<file path="config.mk">
export PLATFORM = sky130hd
export DESIGN_NAME = llink_top
export DESIGN_NICKNAME = d
export VERILOG_FILES = /design/src/common/llink_pkg.sv /design/src/auto_sync/ll_auto_sync.sv /design/src/phy_if/tx_lane_pack.sv /design/src/phy_if/rx_lane_unpack.sv /design/src/source/dstrm_name_map.sv /design/src/source/llink_top.sv
export VERILOG_INCLUDE_DIRS = /design/src /design/src/common
export SDC_FILE = /design/constraint.sdc
export NUM_CORES = 1
export LEC_CHECK = 0
export CORE_AREA = 2 2 292 294
export DETAILED_ROUTE_END_ITERATION = 6
export DIE_AREA = 0 0 294 296
export DONT_BUFFER_PORTS = 1
export GPL_TIMING_DRIVEN = 0
export SLEW_MARGIN = 5
export SYNTH_ARGS = -nofsm -noshare
export SYNTH_HDL_FRONTEND = slang
export SYNTH_HIERARCHICAL = 1
export SYNTH_SLANG_ARGS = --single-unit
</file>
<file path="constraint.sdc">
create_clock -name clk_wr -period 3.6 [get_ports clk_wr]
set_clock_uncertainty 0.1 [all_clocks]
set_input_delay 0.18 -clock clk_wr [delete_from_list [all_inputs] [get_ports clk_wr]]
set_output_delay 0.18 -clock clk_wr [all_outputs]
set_load 0.01 [all_outputs]
</file>
<file path="src/common/llink_cfg.svh">
// Link geometry, flit field widths and userbit positions
`ifndef LLINK_CFG_SVH
`define LLINK_CFG_SVH

// PHY lane bundle
`define LLINK_LANES    4
`define LLINK_LANE_W   40

// Flit fields
`define LLINK_DATA_W   128
`define LLINK_CRC_W    16

// Reserved userbits inside the lane bundle
`define LLINK_STB_LANE 0
`define LLINK_STB_BIT  1
`define LLINK_MRK_LANE 0
`define LLINK_MRK_BIT  39

// Alignment delay inputs
`define LLINK_DELAY_W  16

`endif

</file>
<file path="src/common/llink_pkg.sv">
// Flit struct, lane bundle type and userbit struct for the logic link
`default_nettype none

`include "llink_cfg.svh"

package llink_pkg;

  //////////////////////////////////////////////////////////////////////
  // One link word, first field lands in the top bits
  typedef struct packed {
    logic [3:0]               state;
    logic [1:0]               protid;
    logic [`LLINK_DATA_W-1:0] data;
    logic                     dvalid;
    logic [`LLINK_CRC_W-1:0]  crc;
    logic                     crc_valid;
    logic                     valid;
  } llink_flit_t;

  //////////////////////////////////////////////////////////////////////
  // Lanes on the PHY side
  // Flit bits fill from lane 0 bit 0 upward around the userbit slots
  typedef logic [`LLINK_LANES-1:0][`LLINK_LANE_W-1:0] llink_lanes_t;

  // Sideband bits carried in the reserved lane positions
  typedef struct packed {
    logic marker;
    logic strobe;
  } userbits_t;

endpackage

`default_nettype wire

</file>
<file path="src/auto_sync/ll_auto_sync.sv">
// Online delay counters, marker and strobe generator, transmit strobe counter
`default_nettype none

`include "llink_cfg.svh"

module ll_auto_sync
  import llink_pkg::*;
(
  input  logic                      clk_wr,
  input  logic                      rst_n,
  input  logic                      tx_online,
  input  logic                      rx_online,
  input  logic [`LLINK_DELAY_W-1:0] delay_x_value,
  input  logic [`LLINK_DELAY_W-1:0] delay_y_value,
  input  logic [`LLINK_DELAY_W-1:0] delay_z_value,
  output logic                      tx_online_delay,
  output logic                      rx_online_delay,
  output userbits_t                 tx_userbits,
  output logic [31:0]               tx_debug_status
);

  localparam int DW = `LLINK_DELAY_W;

  //////////////////////////////////////////////////////////////////////
  // Online delay
  // Index 0 is the receive side, index 1 the transmit side
  logic [1:0]          online_raw;
  logic [1:0][DW-1:0]  delay_cfg;
  logic                online_level [2];

  assign online_raw = {tx_online, rx_online};
  assign delay_cfg  = {delay_y_value, delay_x_value};

  for (genvar ch = 0; ch < 2; ch++) begin : g_delay
    logic [DW-1:0] target;
    logic [DW-1:0] edge_cnt;

    // Zero still costs one edge
    assign target = (delay_cfg[ch] == '0) ? DW'(1) : delay_cfg[ch];

    always_ff @(posedge clk_wr or negedge rst_n) begin
      if (!rst_n) begin
        edge_cnt         <= '0;
        online_level[ch] <= 1'b0;
      end else if (!online_raw[ch]) begin
        edge_cnt         <= '0;
        online_level[ch] <= 1'b0;
      end else begin
        // Saturates once the target edge is reached
        if (edge_cnt != target) begin
          edge_cnt <= edge_cnt + 1'b1;
        end
        if (edge_cnt == target - 1'b1) begin
          online_level[ch] <= 1'b1;
        end
      end
    end
  end

  assign rx_online_delay = online_level[0];
  assign tx_online_delay = online_level[1];

  //////////////////////////////////////////////////////////////////////
  // Marker and strobe
  logic [DW-1:0] period;
  logic [DW-1:0] word_cnt;
  logic          phase_q;
  logic          stb_sent_q;

  assign period = (delay_z_value == '0) ? DW'(1) : delay_z_value;

  always_ff @(posedge clk_wr or negedge rst_n) begin
    if (!rst_n) begin
      word_cnt <= '0;
      phase_q  <= 1'b0;
    end else if (!tx_online_delay) begin
      word_cnt <= '0;
      phase_q  <= 1'b0;
    end else begin
      // Wrap also covers a period shortened while online
      word_cnt <= (word_cnt >= period - 1'b1) ? '0 : word_cnt + 1'b1;
      phase_q  <= ~phase_q;
    end
  end

  assign tx_userbits.marker = tx_online_delay & ~phase_q;
  assign tx_userbits.strobe = tx_online_delay & (word_cnt == '0);

  // Counted as the strobe word leaves on tx_phy
  always_ff @(posedge clk_wr or negedge rst_n) begin
    if (!rst_n) begin
      stb_sent_q      <= 1'b0;
      tx_debug_status <= '0;
    end else begin
      stb_sent_q <= tx_userbits.strobe;
      if (stb_sent_q) begin
        tx_debug_status <= tx_debug_status + 32'd1;
      end
    end
  end

endmodule

`default_nettype wire

</file>
<file path="src/phy_if/tx_lane_pack.sv">
// Transmit lane packer with userbit insertion and output register
`default_nettype none

`include "llink_cfg.svh"

module tx_lane_pack
  import llink_pkg::*;
(
  input  logic         clk_wr,
  input  logic         rst_n,
  input  logic         tx_online_delay,
  input  llink_flit_t  ustrm,
  input  userbits_t    tx_userbits,
  output llink_lanes_t tx_phy
);

  localparam int FLIT_W  = $bits(llink_flit_t);
  localparam int FLAT_W  = $bits(llink_lanes_t);
  localparam int STB_POS = `LLINK_STB_LANE * `LLINK_LANE_W + `LLINK_STB_BIT;
  localparam int MRK_POS = `LLINK_MRK_LANE * `LLINK_LANE_W + `LLINK_MRK_BIT;

  // Flit bit for lane position p sits below p by the userbit slots skipped
  function automatic llink_lanes_t pack_lanes(input llink_flit_t flit,
                                              input userbits_t   ub);
    logic [FLAT_W-1:0] flat;
    logic [FLIT_W-1:0] bits;
    int                idx;
    flat = '0;
    bits = flit;
    for (int p = 0; p < FLAT_W; p++) begin
      idx = p - ((p > STB_POS) ? 1 : 0) - ((p > MRK_POS) ? 1 : 0);
      if (p == STB_POS) begin
        flat[p] = ub.strobe;
      end else if (p == MRK_POS) begin
        flat[p] = ub.marker;
      end else if (idx < FLIT_W) begin
        flat[p] = bits[idx];
      end
    end
    return llink_lanes_t'(flat);
  endfunction

  //////////////////////////////////////////////////////////////////////
  // Output register, quiet while offline
  always_ff @(posedge clk_wr or negedge rst_n) begin
    if (!rst_n) begin
      tx_phy <= '0;
    end else if (tx_online_delay) begin
      tx_phy <= pack_lanes(ustrm, tx_userbits);
    end else begin
      tx_phy <= '0;
    end
  end

endmodule

`default_nettype wire

</file>
<file path="src/phy_if/rx_lane_unpack.sv">
// Receive lane register and unpacker into flit and userbits
`default_nettype none

`include "llink_cfg.svh"

module rx_lane_unpack
  import llink_pkg::*;
(
  input  logic         clk_wr,
  input  logic         rst_n,
  input  llink_lanes_t rx_phy,
  output llink_flit_t  rx_flit,
  output userbits_t    rx_userbits
);

  localparam int FLIT_W  = $bits(llink_flit_t);
  localparam int FLAT_W  = $bits(llink_lanes_t);
  localparam int STB_POS = `LLINK_STB_LANE * `LLINK_LANE_W + `LLINK_STB_BIT;
  localparam int MRK_POS = `LLINK_MRK_LANE * `LLINK_LANE_W + `LLINK_MRK_BIT;

  // Inverse of the transmit packing, spare lane bits dropped
  function automatic llink_flit_t unpack_flit(input llink_lanes_t lanes);
    logic [FLAT_W-1:0] flat;
    logic [FLIT_W-1:0] bits;
    int                idx;
    flat = lanes;
    bits = '0;
    for (int p = 0; p < FLAT_W; p++) begin
      idx = p - ((p > STB_POS) ? 1 : 0) - ((p > MRK_POS) ? 1 : 0);
      if (p != STB_POS && p != MRK_POS && idx < FLIT_W) begin
        bits[idx] = flat[p];
      end
    end
    return llink_flit_t'(bits);
  endfunction

  //////////////////////////////////////////////////////////////////////
  // Input register
  llink_lanes_t lanes_q;

  always_ff @(posedge clk_wr or negedge rst_n) begin
    if (!rst_n) begin
      lanes_q <= '0;
    end else begin
      lanes_q <= rx_phy;
    end
  end

  assign rx_flit            = unpack_flit(lanes_q);
  assign rx_userbits.marker = lanes_q[`LLINK_MRK_LANE][`LLINK_MRK_BIT];
  assign rx_userbits.strobe = lanes_q[`LLINK_STB_LANE][`LLINK_STB_BIT];

endmodule

`default_nettype wire

</file>
<file path="src/source/dstrm_name_map.sv">
// Downstream flit gating and receive strobe counter
`default_nettype none

module dstrm_name_map
  import llink_pkg::*;
(
  input  logic        clk_wr,
  input  logic        rst_n,
  input  logic        rx_online_delay,
  input  llink_flit_t rx_flit,
  input  userbits_t   rx_userbits,
  output llink_flit_t dstrm,
  output logic [31:0] rx_debug_status
);

  // Nothing leaks downstream before alignment
  assign dstrm = rx_online_delay ? rx_flit : '0;

  //////////////////////////////////////////////////////////////////////
  // Received strobes, held while offline
  always_ff @(posedge clk_wr or negedge rst_n) begin
    if (!rst_n) begin
      rx_debug_status <= '0;
    end else if (rx_online_delay && rx_userbits.strobe) begin
      rx_debug_status <= rx_debug_status + 32'd1;
    end
  end

endmodule

`default_nettype wire

</file>
<file path="src/source/llink_top.sv">
// Logic link endpoint top with auto sync, lane packing, unpacking and name map
`default_nettype none

`include "llink_cfg.svh"

module llink_top
  import llink_pkg::*;
(
  input  logic                      clk_wr,
  input  logic                      rst_n,

  // Control
  input  logic                      tx_online,
  input  logic                      rx_online,

  // PHY side
  output llink_lanes_t              tx_phy,
  input  llink_lanes_t              rx_phy,

  // User side
  input  llink_flit_t               ustrm,
  output llink_flit_t               dstrm,

  // Debug
  output logic [31:0]               tx_debug_status,
  output logic [31:0]               rx_debug_status,

  // Alignment delays
  input  logic [`LLINK_DELAY_W-1:0] delay_x_value,
  input  logic [`LLINK_DELAY_W-1:0] delay_y_value,
  input  logic [`LLINK_DELAY_W-1:0] delay_z_value
);

  //////////////////////////////////////////////////////////////////////
  // Interconnect
  logic        tx_online_delay;
  logic        rx_online_delay;
  userbits_t   tx_userbits;
  userbits_t   rx_userbits;
  llink_flit_t rx_flit;

  //////////////////////////////////////////////////////////////////////
  // Auto sync
  ll_auto_sync ll_auto_sync_i (
    .clk_wr          (clk_wr),
    .rst_n           (rst_n),
    .tx_online       (tx_online),
    .rx_online       (rx_online),
    .delay_x_value   (delay_x_value),
    .delay_y_value   (delay_y_value),
    .delay_z_value   (delay_z_value),
    .tx_online_delay (tx_online_delay),
    .rx_online_delay (rx_online_delay),
    .tx_userbits     (tx_userbits),
    .tx_debug_status (tx_debug_status)
  );

  //////////////////////////////////////////////////////////////////////
  // PHY interface
  tx_lane_pack tx_lane_pack_i (
    .clk_wr          (clk_wr),
    .rst_n           (rst_n),
    .tx_online_delay (tx_online_delay),
    .ustrm           (ustrm),
    .tx_userbits     (tx_userbits),
    .tx_phy          (tx_phy)
  );

  rx_lane_unpack rx_lane_unpack_i (
    .clk_wr      (clk_wr),
    .rst_n       (rst_n),
    .rx_phy      (rx_phy),
    .rx_flit     (rx_flit),
    .rx_userbits (rx_userbits)
  );

  //////////////////////////////////////////////////////////////////////
  // User interface
  dstrm_name_map dstrm_name_map_i (
    .clk_wr          (clk_wr),
    .rst_n           (rst_n),
    .rx_online_delay (rx_online_delay),
    .rx_flit         (rx_flit),
    .rx_userbits     (rx_userbits),
    .dstrm           (dstrm),
    .rx_debug_status (rx_debug_status)
  );

endmodule

`default_nettype wire

</file>
* Yosys cells after proc, flatten, opt, wreduce, memory -nomap -nowiden
Cells that the tools add are included.
Word-level totals: register bits 425, bits of input ports 365
Cells by class: muxes and demuxes 16, order comparisons 1, equality and inequality tests 8, reduce and logical (&&, ||, !) cells 5, bitwise logic cells 3, $add $sub $neg 8
Operator list (count):
- 155-bit 2-to-1 mux | 1
- 153-bit 2-to-1 mux | 1
- 16-bit 2-to-1 mux | 9
- 32-bit by 1-bit adder with 32-bit output, second input constant | 2
- 16-bit logical NOT | 4
- 16-bit by 1-bit adder with 16-bit output, second input constant | 3
- 16-bit by 1-bit subtractor with 16-bit output, second input constant | 3
- 16-bit == test | 2
- 16-bit inequality test | 2
- 16-bit greater-or-equal comparator | 1
- 2-bit by 1-bit inequality test with 1-bit output, second input constant | 4
- 1-bit 2-to-1 mux | 5
- 1-bit AND | 2
- 1-bit logical AND | 1
- 1-bit NOT | 1

* Logic depth before layout (Yosys ltp)
Gate-level depths: netlist of run 1.
word-level depth 6, mapped depth 19, depth with buffers taken out 18

* Hierarchy
The synthesis of run 1 kept the hierarchy.
By module, submodules not included:
- ll_auto_sync | times used 1, area each 5839.4 µm², cells each 644, sequential area each 2102.0 µm²
- tx_lane_pack | times used 1, area each 5073.6 µm², cells each 333, sequential area each 3878.7 µm²
- rx_lane_unpack | times used 1, area each 3878.7 µm², cells each 155, sequential area each 3878.7 µm²
- dstrm_name_map | times used 1, area each 2489.9 µm², cells each 291, sequential area each 800.8 µm²

* Worst setup path before layout of run 1
OpenSTA, ideal clock, no wires.
path type input-to-reg, start input delay_z_value[9], end register ll_auto_sync_i.word_cnt[10], path slack -42 ps, required time 3368 ps, stages on the path 18, arrival time 3410 ps, cell sequence or4_1 > nor3_1 > nand3b_1 > nor3_1 > nor2_1 > ha_1 > nand2_1 > nor2_1 > nand2_1 > nor2_1 > xnor2_1 > ha_1 > a21o_1 > a21oi_1 > o21a_1 > o311ai_1 > clkbuf_1 > nor2_1
On the way: word-level cells in the longest chain between the ends 6
Ends and longest elaborated chain:
- from (decl) | RTL line llink_top.sv:31 | input logic [`LLINK_DELAY_W-1:0] delay_z_value
- 16-bit logical NOT | RTL line ll_auto_sync.sv:70 | assign period = (delay_z_value == '0) ? DW'(1) : delay_z_value;
- 16-bit 2-to-1 mux * | RTL line ll_auto_sync.sv:70
- 16-bit by 1-bit subtractor with 16-bit output * | RTL line ll_auto_sync.sv:81 | word_cnt <= (word_cnt >= period - 1'b1) ? '0 : word_cnt + 1'b1;
- 16-bit greater-or-equal comparator * | RTL line ll_auto_sync.sv:81
- 16-bit 2-to-1 mux * | RTL line ll_auto_sync.sv:81
- 16-bit 2-to-1 mux * | RTL line ll_auto_sync.sv:76 | end else if (!tx_online_delay) begin
- to (signal assigned) | RTL line ll_auto_sync.sv:81
- to (decl) | RTL line ll_auto_sync.sv:66 | logic [DW-1:0] word_cnt;
Every way passes the cells marked *; elsewhere a longest branch is shown, timed or not. A chain may end at the register's enable or synchronous reset.

* Worst setup path in the final report of run 1
start input delay_x_value[6], end register ll_auto_sync_i.online_level, in the netlist ll_auto_sync_i/rx_online_delay
On the way: word-level cells in the longest chain between the ends 5
Ends and longest elaborated chain:
- from (decl) | RTL line llink_top.sv:29 | input logic [`LLINK_DELAY_W-1:0] delay_x_value,
- 16-bit logical NOT | RTL line ll_auto_sync.sv:39 | assign target = (delay_cfg[ch] == '0) ? DW'(1) : delay_cfg[ch];
- 16-bit 2-to-1 mux * | RTL line ll_auto_sync.sv:39
- 16-bit by 1-bit subtractor with 16-bit output * | RTL line ll_auto_sync.sv:53 | if (edge_cnt == target - 1'b1) begin
- 16-bit == test * | RTL line ll_auto_sync.sv:53
- 2-bit by 1-bit inequality test with 1-bit output (no line) *
- to (signal, indexed assignment) | RTL line ll_auto_sync.sv:44 | online_level[ch] <= 1'b0;
- to (signal, indexed assignment) | RTL line ll_auto_sync.sv:47 | online_level[ch] <= 1'b0;
- to (signal, indexed assignment) | RTL line ll_auto_sync.sv:54 | online_level[ch] <= 1'b1;
- to (decl) | RTL line ll_auto_sync.sv:29 | logic online_level [2];
Marks and branches as above.

==> impl_metrics.json, run 1 <==
{
  "mostFrequentLayoutCells": "dfrtp_1, dlygate4sd3_1, and2_1, xnor2_1, nor2_1",
  "portBuffers": 0,
  "grt_max_degree": 426,
  "drive_gt1_frac": 0.0736,
  "ir_drop_v": 0.000295,
  "globalplace.congestion": 0.865,
  "p_per_area_nw_per_um2": 447,
  "yosys_warnings": 6,
  "violations": "negative hold slack",
  "grt.total_usage": 0.117,
  "rsz0062_at_grt": "false",
  "netlist_instances": 1422,
  "crit_type": "in -> reg",
  "start_util": 0.205,
  "whs_ns": -0.821,
  "cts.htree.levels": 2,
  "die_h_um": 296,
  "grt_pass1_vias": 12900,
  "max_freq_mhz": 290,
  "ant_nets": 0,
  "cap_violations": 0,
  "avgSynthCellArea_um2": 12.1,
  "finalPower_uw": 10700,
  "dp_hpwl_um": 37600,
  "worst_ep_required_time_ns": 3.97,
  "layout_min_cycle_time_ns": 3.44,
  "die_w_um": 294,
  "cts_buffer_depth": 3,
  "drc_errors": 0,
  "setup_viol": 0,
  "min_period_over_period": 0.957,
  "outcome": "finished with violations",
  "critPathMaxFanout": 7,
  "wl_per_cell_um": 18.5,
  "fp.coreArea_um2": 84200,
  "cts_root_buf": "clkbuf_16",
  "io_pins": 742,
  "finalMaxSlewViolations": 0,
  "hold_viol": 425,
  "setup_ws_ns": 0.155,
  "clock_sinks": 425,
  "numCtsBuffers": 48,
  "antenna_found_initial": 14,
  "critPathLaunchType": "input pin",
  "place_ws_ns": -0.516,
  "crit_arrival_ns": 3.81,
  "syn-cell-area_um2": 17300,
  "area_growth_pct": 38.4,
  "overflow": 0,
  "grt_pass1_wl_um": 78800,
  "fp.dieArea_um2": 87000,
  "cts-hold-fix-buffers": 348,
  "clkLatencyLatePin_ns": 0.58,
  "tritoncts": "built",
  "layout.cells.non_filler": 2953,
  "min_path_type": "in -> async",
  "critPathCaptureType": "flip-flop",
  "fin_nets": 2214,
  "final_common_cell": "dfrtp_1",
  "cts_setup_buffers": 0,
  "vias_per_cell": 4.17,
  "reg2reg_depth": 8,
  "first_pass_iters": 4,
  "placed_cells": 2516,
  "num_rows": 107,
  "clkTransAtPathRegs_ns": 0.06,
  "drt_iter0_drc": 576,
  "slew_headroom": 0.360,
  "routed_wl_um": 54500,
  "tightest_slew_ns": 0.961,
  "via_count": 12300,
  "p_leak_uw": 0.0105
}
layout make-up:
type / count / area (um2)
Buffer: 63 / 389
Fill cell: 8365 / 60300
Clock buffer: 64 / 1380
Inverter: 14 / 52.6
Sequential cell: 425 / 10600
Antenna cell: 2 / 5.00
Timing Repair Buffer: 348 / 3480
Clock inverter: 23 / 350
Multi-Input combinational cell: 924 / 6220
Tap cell: 1090 / 1360
where the power goes:
group / internal (uW) / leakage, uW / switching, uW
sequential: 4870 / 0.00558 / 45.6
clock: 3220 / 0.000848 / 2050
combinational: 322 / 0.00408 / 158
total: 8410 / 0.0105 / 2260
per-stage QoR:
| stage | setup TNS (ns) | cell area [um2] | util |
|---|---|---|---|
| final | 0 | 23900 | 0.284 |
| after global routing | 0 | 23900 | 0.284 |
| after CTS | 0 | 23900 | 0.283 |
| after detailed placement | -5.51 | 18600 | 0.221 |
| after global placement | -5.13 | 18600 | 0.221 |
| after floorplan | 0 | 17300 | - |
metal layers:
metal | vias to the layer above | global-route usage | share of wire
met3 | 137 | 0.0448 | 0.092
met1 | 6127 | 0.127 | 0.36
li1 | 5496 | - | -
met4 | 12 | 0.0530 | 0.041
met5 | - | 0 | 0.0012
met2 | 534 | 0.200 | 0.50
critical path: stages:
cell           delay [ns]
clkbuf_1             0.17
or3_1                0.53
nor4_4               0.31
a21o_1               0.19
inv_1                0.05
ha_1                 0.23
nand3_1              0.24
mux2_2               0.37
mux2i_1              0.15
o22ai_1              0.09
dlygate4sd3_1        0.57
o21ai_0              0.08
dlygate4sd3_1        0.58
o31ai_1              0.07
worst paths after layout:
check / start / end / slack [ns]
worst max-delay path: delay_x_value[6] / ll_auto_sync_i/rx_online_delay / 0.16
worst min-delay path: rst_n / rx_lane_unpack_i/rx_flit[100] / -0.82
worst max register to register: ll_auto_sync_i/g_delay[0].edge_cnt[14] / ll_auto_sync_i/rx_online_delay / 0.31
worst min register to register: ll_auto_sync_i/phase_q / ll_auto_sync_i/phase_q / 0.30
max in group asynchronous: rst_n / ll_auto_sync_i/g_delay[1].edge_cnt[0] / 3.57
min in group clk_wr: rx_phy[112] / rx_lane_unpack_i/rx_flit[110] / 0.03
repair_timing:
item,in CTS,in global routing
endpoints found under the setup margin,0,11
gates resized for setup,0,4
endpoints found under the hold margin,765,425
registers in the layout (all words and copies together), names as in the netlist:
name                              count
ll_auto_sync_i/tx_online_delay        1
rx_lane_unpack_i/rx_flit            153
tx_lane_pack_i/tx_phy               155
ll_auto_sync_i/phase_q                1
ll_auto_sync_i/stb_sent_q             1
rx_lane_unpack_i/rx_userbits          1
dstrm_name_map_i/rx_debug_status     32
ll_auto_sync_i/g_delay.edge_cnt      32
ll_auto_sync_i/word_cnt              16
ll_auto_sync_i/tx_debug_status       32
ll_auto_sync_i/rx_online_delay        1
(Power assumes the default switching activity.)
==> run 2, diff against run 1 <==
- MAX_ROUTING_LAYER: default -> met4
==> impl_metrics.json, run 2 (synthesis results as in run 1) <==
{
  "worst_ep_required_time_ns": 3.97,
  "die_h_um": 296,
  "rrSetupSlack_ns": 0.32,
  "crit_path_frequent_cell": "dlygate4sd3_1",
  "grt.total_usage": 0.119,
  "design_area_um2": 23900,
  "cts_root_buf": "clkbuf_16",
  "reg2reg_depth": 8,
  "clkTransAtPathRegs_ns": 0.06,
  "critPathMaxFanout": 7,
  "critPathLaunchType": "input pin",
  "whs_ns": -0.821,
  "crit_type": "in -> reg",
  "globalplace.congestion": 0.879,
  "portBuffers": 0,
  "min_period_over_period": 0.963,
  "start_util": 0.205,
  "final_common_cell": "dfrtp_1",
  "seqPwrFrac": 0.461,
  "setup_viol": 0,
  "mostFrequentLayoutCells": "dfrtp_1, dlygate4sd3_1, and2_1, xnor2_1, nor2_1",
  "vias_per_cell": 4.17,
  "fin_nets": 2214,
  "io_pins": 742,
  "fp.dieArea_um2": 87000,
  "crit_arrival_ns": 3.83,
  "routed_wl_um": 54400,
  "power.switching_uw": 2260,
  "p_leak_uw": 0.0105,
  "p_per_area_nw_per_um2": 446,
  "cts_buffer_depth": 3,
  "p_comb_frac": 0.045,
  "max_freq_mhz": 288,
  "layout_min_cycle_time_ns": 3.47,
  "via_count": 12300,
  "grt_pass1_wl_um": 78200,
  "cap_violations": 0,
  "final-seq-area_um2": 10600,
  "switching_share": 0.212,
  "largest_reg_flops": 155,
  "violations": "negative hold slack",
  "clkLatencyLatePin_ns": 0.58,
  "internal_power_uw": 8410,
  "rsz0062_at_grt": "false",
  "dp_hpwl_um": 37600,
  "finalMaxSlewViolations": 0,
  "first_pass_iters": 5,
  "numCtsBuffers": 48,
  "wl_per_cell_um": 18.4,
  "hold_viol": 425,
  "tightest_slew_ns": 0.988,
  "placed_area_um2": 18600,
  "fp.coreArea_um2": 84200,
  "cts.htree.levels": 2,
  "die_w_um": 294,
  "critPathCaptureType": "flip-flop",
  "cp_cell_sequence": "clkbuf_1 -> or3_1 -> nor4_4 -> a21o_1 -> inv_1 -> ha_1 -> nand3_2 -> mux2_2 -> mux2i_1 -> o22ai_1 -> dlygate4sd3_1 -> o21ai_0 -> dlygate4sd3_1 -> o31ai_1",
  "min_path_type": "in -> async",
  "cpMaxStageDelayCell": "dlygate4sd3_1",
  "grt_max_degree": 426,
  "grt_pass1_vias": 12900,
  "n_fill_cell": 8361,
  "tritoncts": "built",
  "clock_sinks": 425,
  "ir_drop_v": 0.000295,
  "num_rows": 107,
  "post-route-util": 0.284,
  "outcome": "finished with violations",
  "cts_setup_buffers": 0,
  "antenna_found_initial": 9,
  "slew_headroom": 0.342,
  "regMostFlops": "tx_lane_pack_i/tx_phy",
  "drc_errors": 0,
  "drt_iter0_drc": 568,
  "cts-hold-fix-buffers": 348,
  "area_growth_pct": 38.5,
  "cp_slowest_stage_delay_ns": 0.59,
  "multi_input_area_um2": 6230,
  "ant_nets": 0,
  "p_clk_frac": 0.494,
  "overflow": 0,
  "drive_gt1_frac": 0.0742
}
[run 2: changes by cell type in the layout (fill, tap and decap cells not counted)]
cell | previous run | this run
nand3_1 | 38 | 37
nand3_2 | 0 | 1
diode_2 | 2 | 4
[run 2: cell type report]
cell class | instances | area share
timing repair buffer | 348 | 0.146
inverter | 14 | 0.00220
buffer | 63 | 0.0163
clock inverter | 23 | 0.0147
tap | 1090 | 0.0571
multi-input combinational | 924 | 0.261
antenna | 4 | 0.000419
clock buffer | 64 | 0.0579
sequential | 425 | 0.445
[run 2: final timing paths]
| kind | start | endpoint |
|---|---|---|
| worst max-delay path | delay_x_value[6] | ll_auto_sync_i/rx_online_delay |
| worst min-delay path | rst_n | rx_lane_unpack_i/rx_flit[100] |
| worst max register to register | ll_auto_sync_i/g_delay[0].edge_cnt[14] | ll_auto_sync_i/rx_online_delay |
| worst min register to register | ll_auto_sync_i/phase_q | ll_auto_sync_i/phase_q |
| max in group asynchronous | rst_n | ll_auto_sync_i/g_delay[1].edge_cnt[1] |
| min in group clk_wr | rx_phy[112] | rx_lane_unpack_i/rx_flit[110] |
[run 2: metal layers]
metal  vias to the layer above  track usage  part of all wire
li1                       5494            -                 -
met1                      6151        0.128              0.37
met2                       547        0.199              0.50
met3                       123       0.0405             0.084
met4                         0       0.0538             0.041
met5                         -            -                 0
[run 2: power groups by stage]
stage / sequential, uW / combinational [uW] / clock, uW
floorplan: 4980 / 130 / 0
global placement: 5000 / 152 / 0
detailed placement: 5000 / 156 / 0
CTS: 4910 / 474 / 5430
global route: 4920 / 516 / 5640
finish: 4920 / 481 / 5270
[run 2: metrics by stage]
step           setup TNS [ns]  total power (uW)  instances  worst slack (ns)
3_3_place_gp            -5.13              5150       2516            -0.468
2_1_floorplan               0              5110       1426             0.111
6_report                    0             10700       2955             0.133
4_1_cts                     0             10800       2951             0.140
5_1_grt                     0             11100       2954            0.0331
3_5_place_dp            -5.51              5150       2516            -0.516
[run 2: what timing repair did]
item	4_1_cts	5_1_grt
hold endpoints to repair	765	425
resized for setup	0	5
endpoints found under the setup margin	0	11
[run 2: worst max-delay path: cells and delay by family]
| kind | cells | cell delay (ns) |
|---|---|---|
| compound gates | 4 | 0.44 |
| simple gates | 3 | 1.09 |
| fa+ha+maj | 1 | 0.24 |
| buf+inv | 4 | 1.38 |
| mux | 2 | 0.50 |
==> run 3, diff against run 2 <==
- CORE_AREA: 2 2 292 294 -> 2 2 289 291
- DIE_AREA: 0 0 294 296 -> 0 0 291 293
- RECOVER_POWER: default -> 100
- SYNTH_HIERARCHICAL: 1 -> default
==> impl_metrics.json, run 3 <==
{
  "tritoncts": "built",
  "rsz0062_at_grt": "true",
  "n_fill_cell": 8181,
  "layout_min_cycle_time_ns": 3.53,
  "yosysMostFrequentCell": "dfrtp_1",
  "synthTopCellsByArea": "dfrtp_1, and2_1, xnor2_1",
  "final_common_cell": "dfrtp_1",
  "mostFrequentLayoutCells": "dfrtp_1, dlygate4sd3_1, and2_0, xnor2_1",
  "layout.cells.non_filler": 2900,
  "globalplace.congestion": 0.916,
  "p_comb_frac": 0.043,
  "start_util": 0.206,
  "final-seq-area_um2": 10600,
  "critPathLaunchType": "input pin",
  "ant_nets": 0,
  "drt_iter0_drc": 532,
  "ir_drop_v": 0.000260,
  "crit_arrival_ns": 3.92,
  "fin_nets": 2180,
  "setup_viol": 0,
  "cts.htree.levels": 2,
  "area_growth_pct": 39.4,
  "critPathCaptureType": "flip-flop",
  "synth_top_family_by_area": "simple AND/OR/NAND/NOR gates",
  "die_w_um": 291,
  "muxShareOfSynthArea": 0.00496,
  "switching_share": 0.206,
  "setup_ws_ns": 0.0740,
  "p_leak_uw": 0.0100,
  "vias_per_cell": 4.18,
  "portBuffers": 0,
  "synth_common_cells": "dfrtp_1, and2_1, xnor2_1",
  "netlist_instances": 1394,
  "regMostFlops": "tx_lane_pack_i.tx_phy",
  "overflow": 0,
  "fp.coreArea_um2": 81800,
  "critPathTopFamily": "simple AND/OR/NAND/NOR gates",
  "critPathMaxFanout": 10,
  "drc_errors": 0,
  "whs_ns": -0.791,
  "outcome": "finished with violations",
  "violations": "negative hold slack",
  "ys_ff_latch": 423,
  "clock_sinks": 423,
  "worst_ep_required_time_ns": 4.00,
  "internal_power_uw": 8580,
  "multi_input_area_um2": 6080,
  "synthSimpleGateAreaFrac": 0.223,
  "post-route-util": 0.287,
  "synth_cell_types": 64,
  "routed_wl_um": 55500,
  "cap_violations": 0,
  "p_clk_frac": 0.504,
  "grt_pass1_wl_um": 82100,
  "dp_hpwl_um": 39600,
  "cpMaxStageDelayCell": "or4_4",
  "synth-edff-count": 0,
  "wl_per_cell_um": 19.1,
  "tightest_slew_ns": 1.30,
  "avgSynthCellArea_um2": 12.1,
  "synthArstFlopShare": 1.00,
  "place_ws_ns": -0.597,
  "finalMaxSlewViolations": 0,
  "slew_headroom": 0.131,
  "hold_viol": 423,
  "path_buf_inv": 1,
  "largest_reg_flops": 154,
  "tns_ns": 0,
  "min_period_over_period": 0.979,
  "power.switching_uw": 2230,
  "p_per_area_nw_per_um2": 460,
  "placed_cells": 2468,
  "seq_area_frac_synth": 0.627,
  "fp.dieArea_um2": 85300,
  "synth_top_area_cell": "dfrtp_1",
  "cts_root_buf": "clkbuf_16",
  "cp_cell_sequence": "or4_4 -> or4_4 -> or3_4 -> or2_4 -> nor4_4 -> nor2_2 -> ha_2 -> nand2_4 -> nor2_2 -> xnor2_1 -> ha_2 -> a21o_1 -> a21o_1 -> a21oi_2 -> o211ai_1 -> a21o_2 -> buf_8 -> nor2_1",
  "yosysTopAreaCellShare": 0.627,
  "synthAdderAreaFrac": 0.0185,
  "first_pass_iters": 5,
  "clkLatencyLatePin_ns": 0.57,
  "synthXorXnorAreaFrac": 0.0840,
  "clkTransAtPathRegs_ns": 0.06,
  "num_rows": 105,
  "max_freq_mhz": 284,
  "cp_slowest_stage_delay_ns": 0.53,
  "grt_pass1_vias": 12900,
  "yosys_warnings": 0,
  "antenna_found_initial": 10,
  "drive_gt1_frac": 0.0711,
  "io_pins": 742,
  "grt_max_degree": 424,
  "synth_compound_area_frac": 0.0252,
  "syn-cell-area_um2": 16900,
  "grt.total_usage": 0.128,
  "numCtsBuffers": 47,
  "cts_buffer_depth": 3,
  "die_h_um": 293,
  "seqPwrFrac": 0.453,
  "crit_type": "in -> reg",
  "min_path_type": "in -> async",
  "via_count": 12100,
  "ys.flop_type": "dfrtp_1"
}
## run 3: repair_timing
action,in CTS,in global routing
setup endpoints to repair,0,12
endpoints found under the hold margin,755,424
hold buffers,335,1
gates resized for setup,0,13
setup buffers,0,7
## run 3: final cells by class
cell class,count,area share
clock buffer,62,0.0584
tap,1070,0.0569
buffer,56,0.0103
timing repair buffer,343,0.146
antenna,2,0.000213
sequential,423,0.450
inverter,14,0.00223
multi-input combinational,905,0.258
clock inverter,25,0.0177
## run 3: final timing paths
path | cells past startpoint | startpoint | endpoint | slack [ns]
max in group asynchronous | 0 | rst_n | ll_auto_sync_i.g_delay[0].edge_cnt[5] | 3.51
setup / recovery | 18 | delay_z_value[5] | ll_auto_sync_i.word_cnt[9] | 0.07
min in group clk_wr | 1 | rx_phy[95] | rx_lane_unpack_i.rx_flit[93] | 0.05
hold reg to reg | 1 | ll_auto_sync_i.phase_q | ll_auto_sync_i.phase_q | 0.35
hold / removal | 0 | rst_n | dstrm_name_map_i.rx_debug_status[9] | -0.79
setup reg to reg | 8 | ll_auto_sync_i.g_delay[0].edge_cnt[8] | ll_auto_sync_i.rx_online_delay | 0.33
## run 3: metal layers
layer	GRT usage	vias to the layer above	share of wire
met5	-	-	0
met4	0.0538	0	0.041
met3	0.0377	122	0.076
met2	0.210	533	0.49
met1	0.147	6086	0.39
li1	-	5373	-
## run 3: power by group through the flow
stage / logic (uW) / registers, uW / clock network (uW)
after floorplan: 123 / 4950 / 0
after global placement: 144 / 4970 / 0
final: 466 / 4890 / 5450
after detailed placement: 147 / 4980 / 0
after CTS: 455 / 4890 / 5610
after global routing: 499 / 4900 / 5820
## run 3: worst register-to-register path: stages (launching register included)
cell and delay (ns):
dfrtp_1 0.39, xnor2_1 0.16, or4b_2 0.61, dlygate4sd3_1 0.59, o2bb2ai_1 0.15, dlymetal6s4s_1 0.22
nand4_1 0.07, dlygate4sd3_1 0.57, o31ai_1 0.29
## run 3: cells by family (layout without fill, tap and decap cells)
logic type,Yosys count,count (layout)
compound gates,59,59
xor+xnor,161,161
fa+ha+maj,25,25
buf+inv,70,500
flops,423,423
mux,8,8
other cells,1,7
simple gates,647,647
## run 3: metrics by stage
step / area [um2] / power, uW
3_5_place_dp: 18300 / 5120
4_1_cts: 23400 / 11000
2_1_floorplan: 16900 / 5080
3_3_place_gp: 18300 / 5120
6_report: 23500 / 10800
5_1_grt: 23500 / 11200
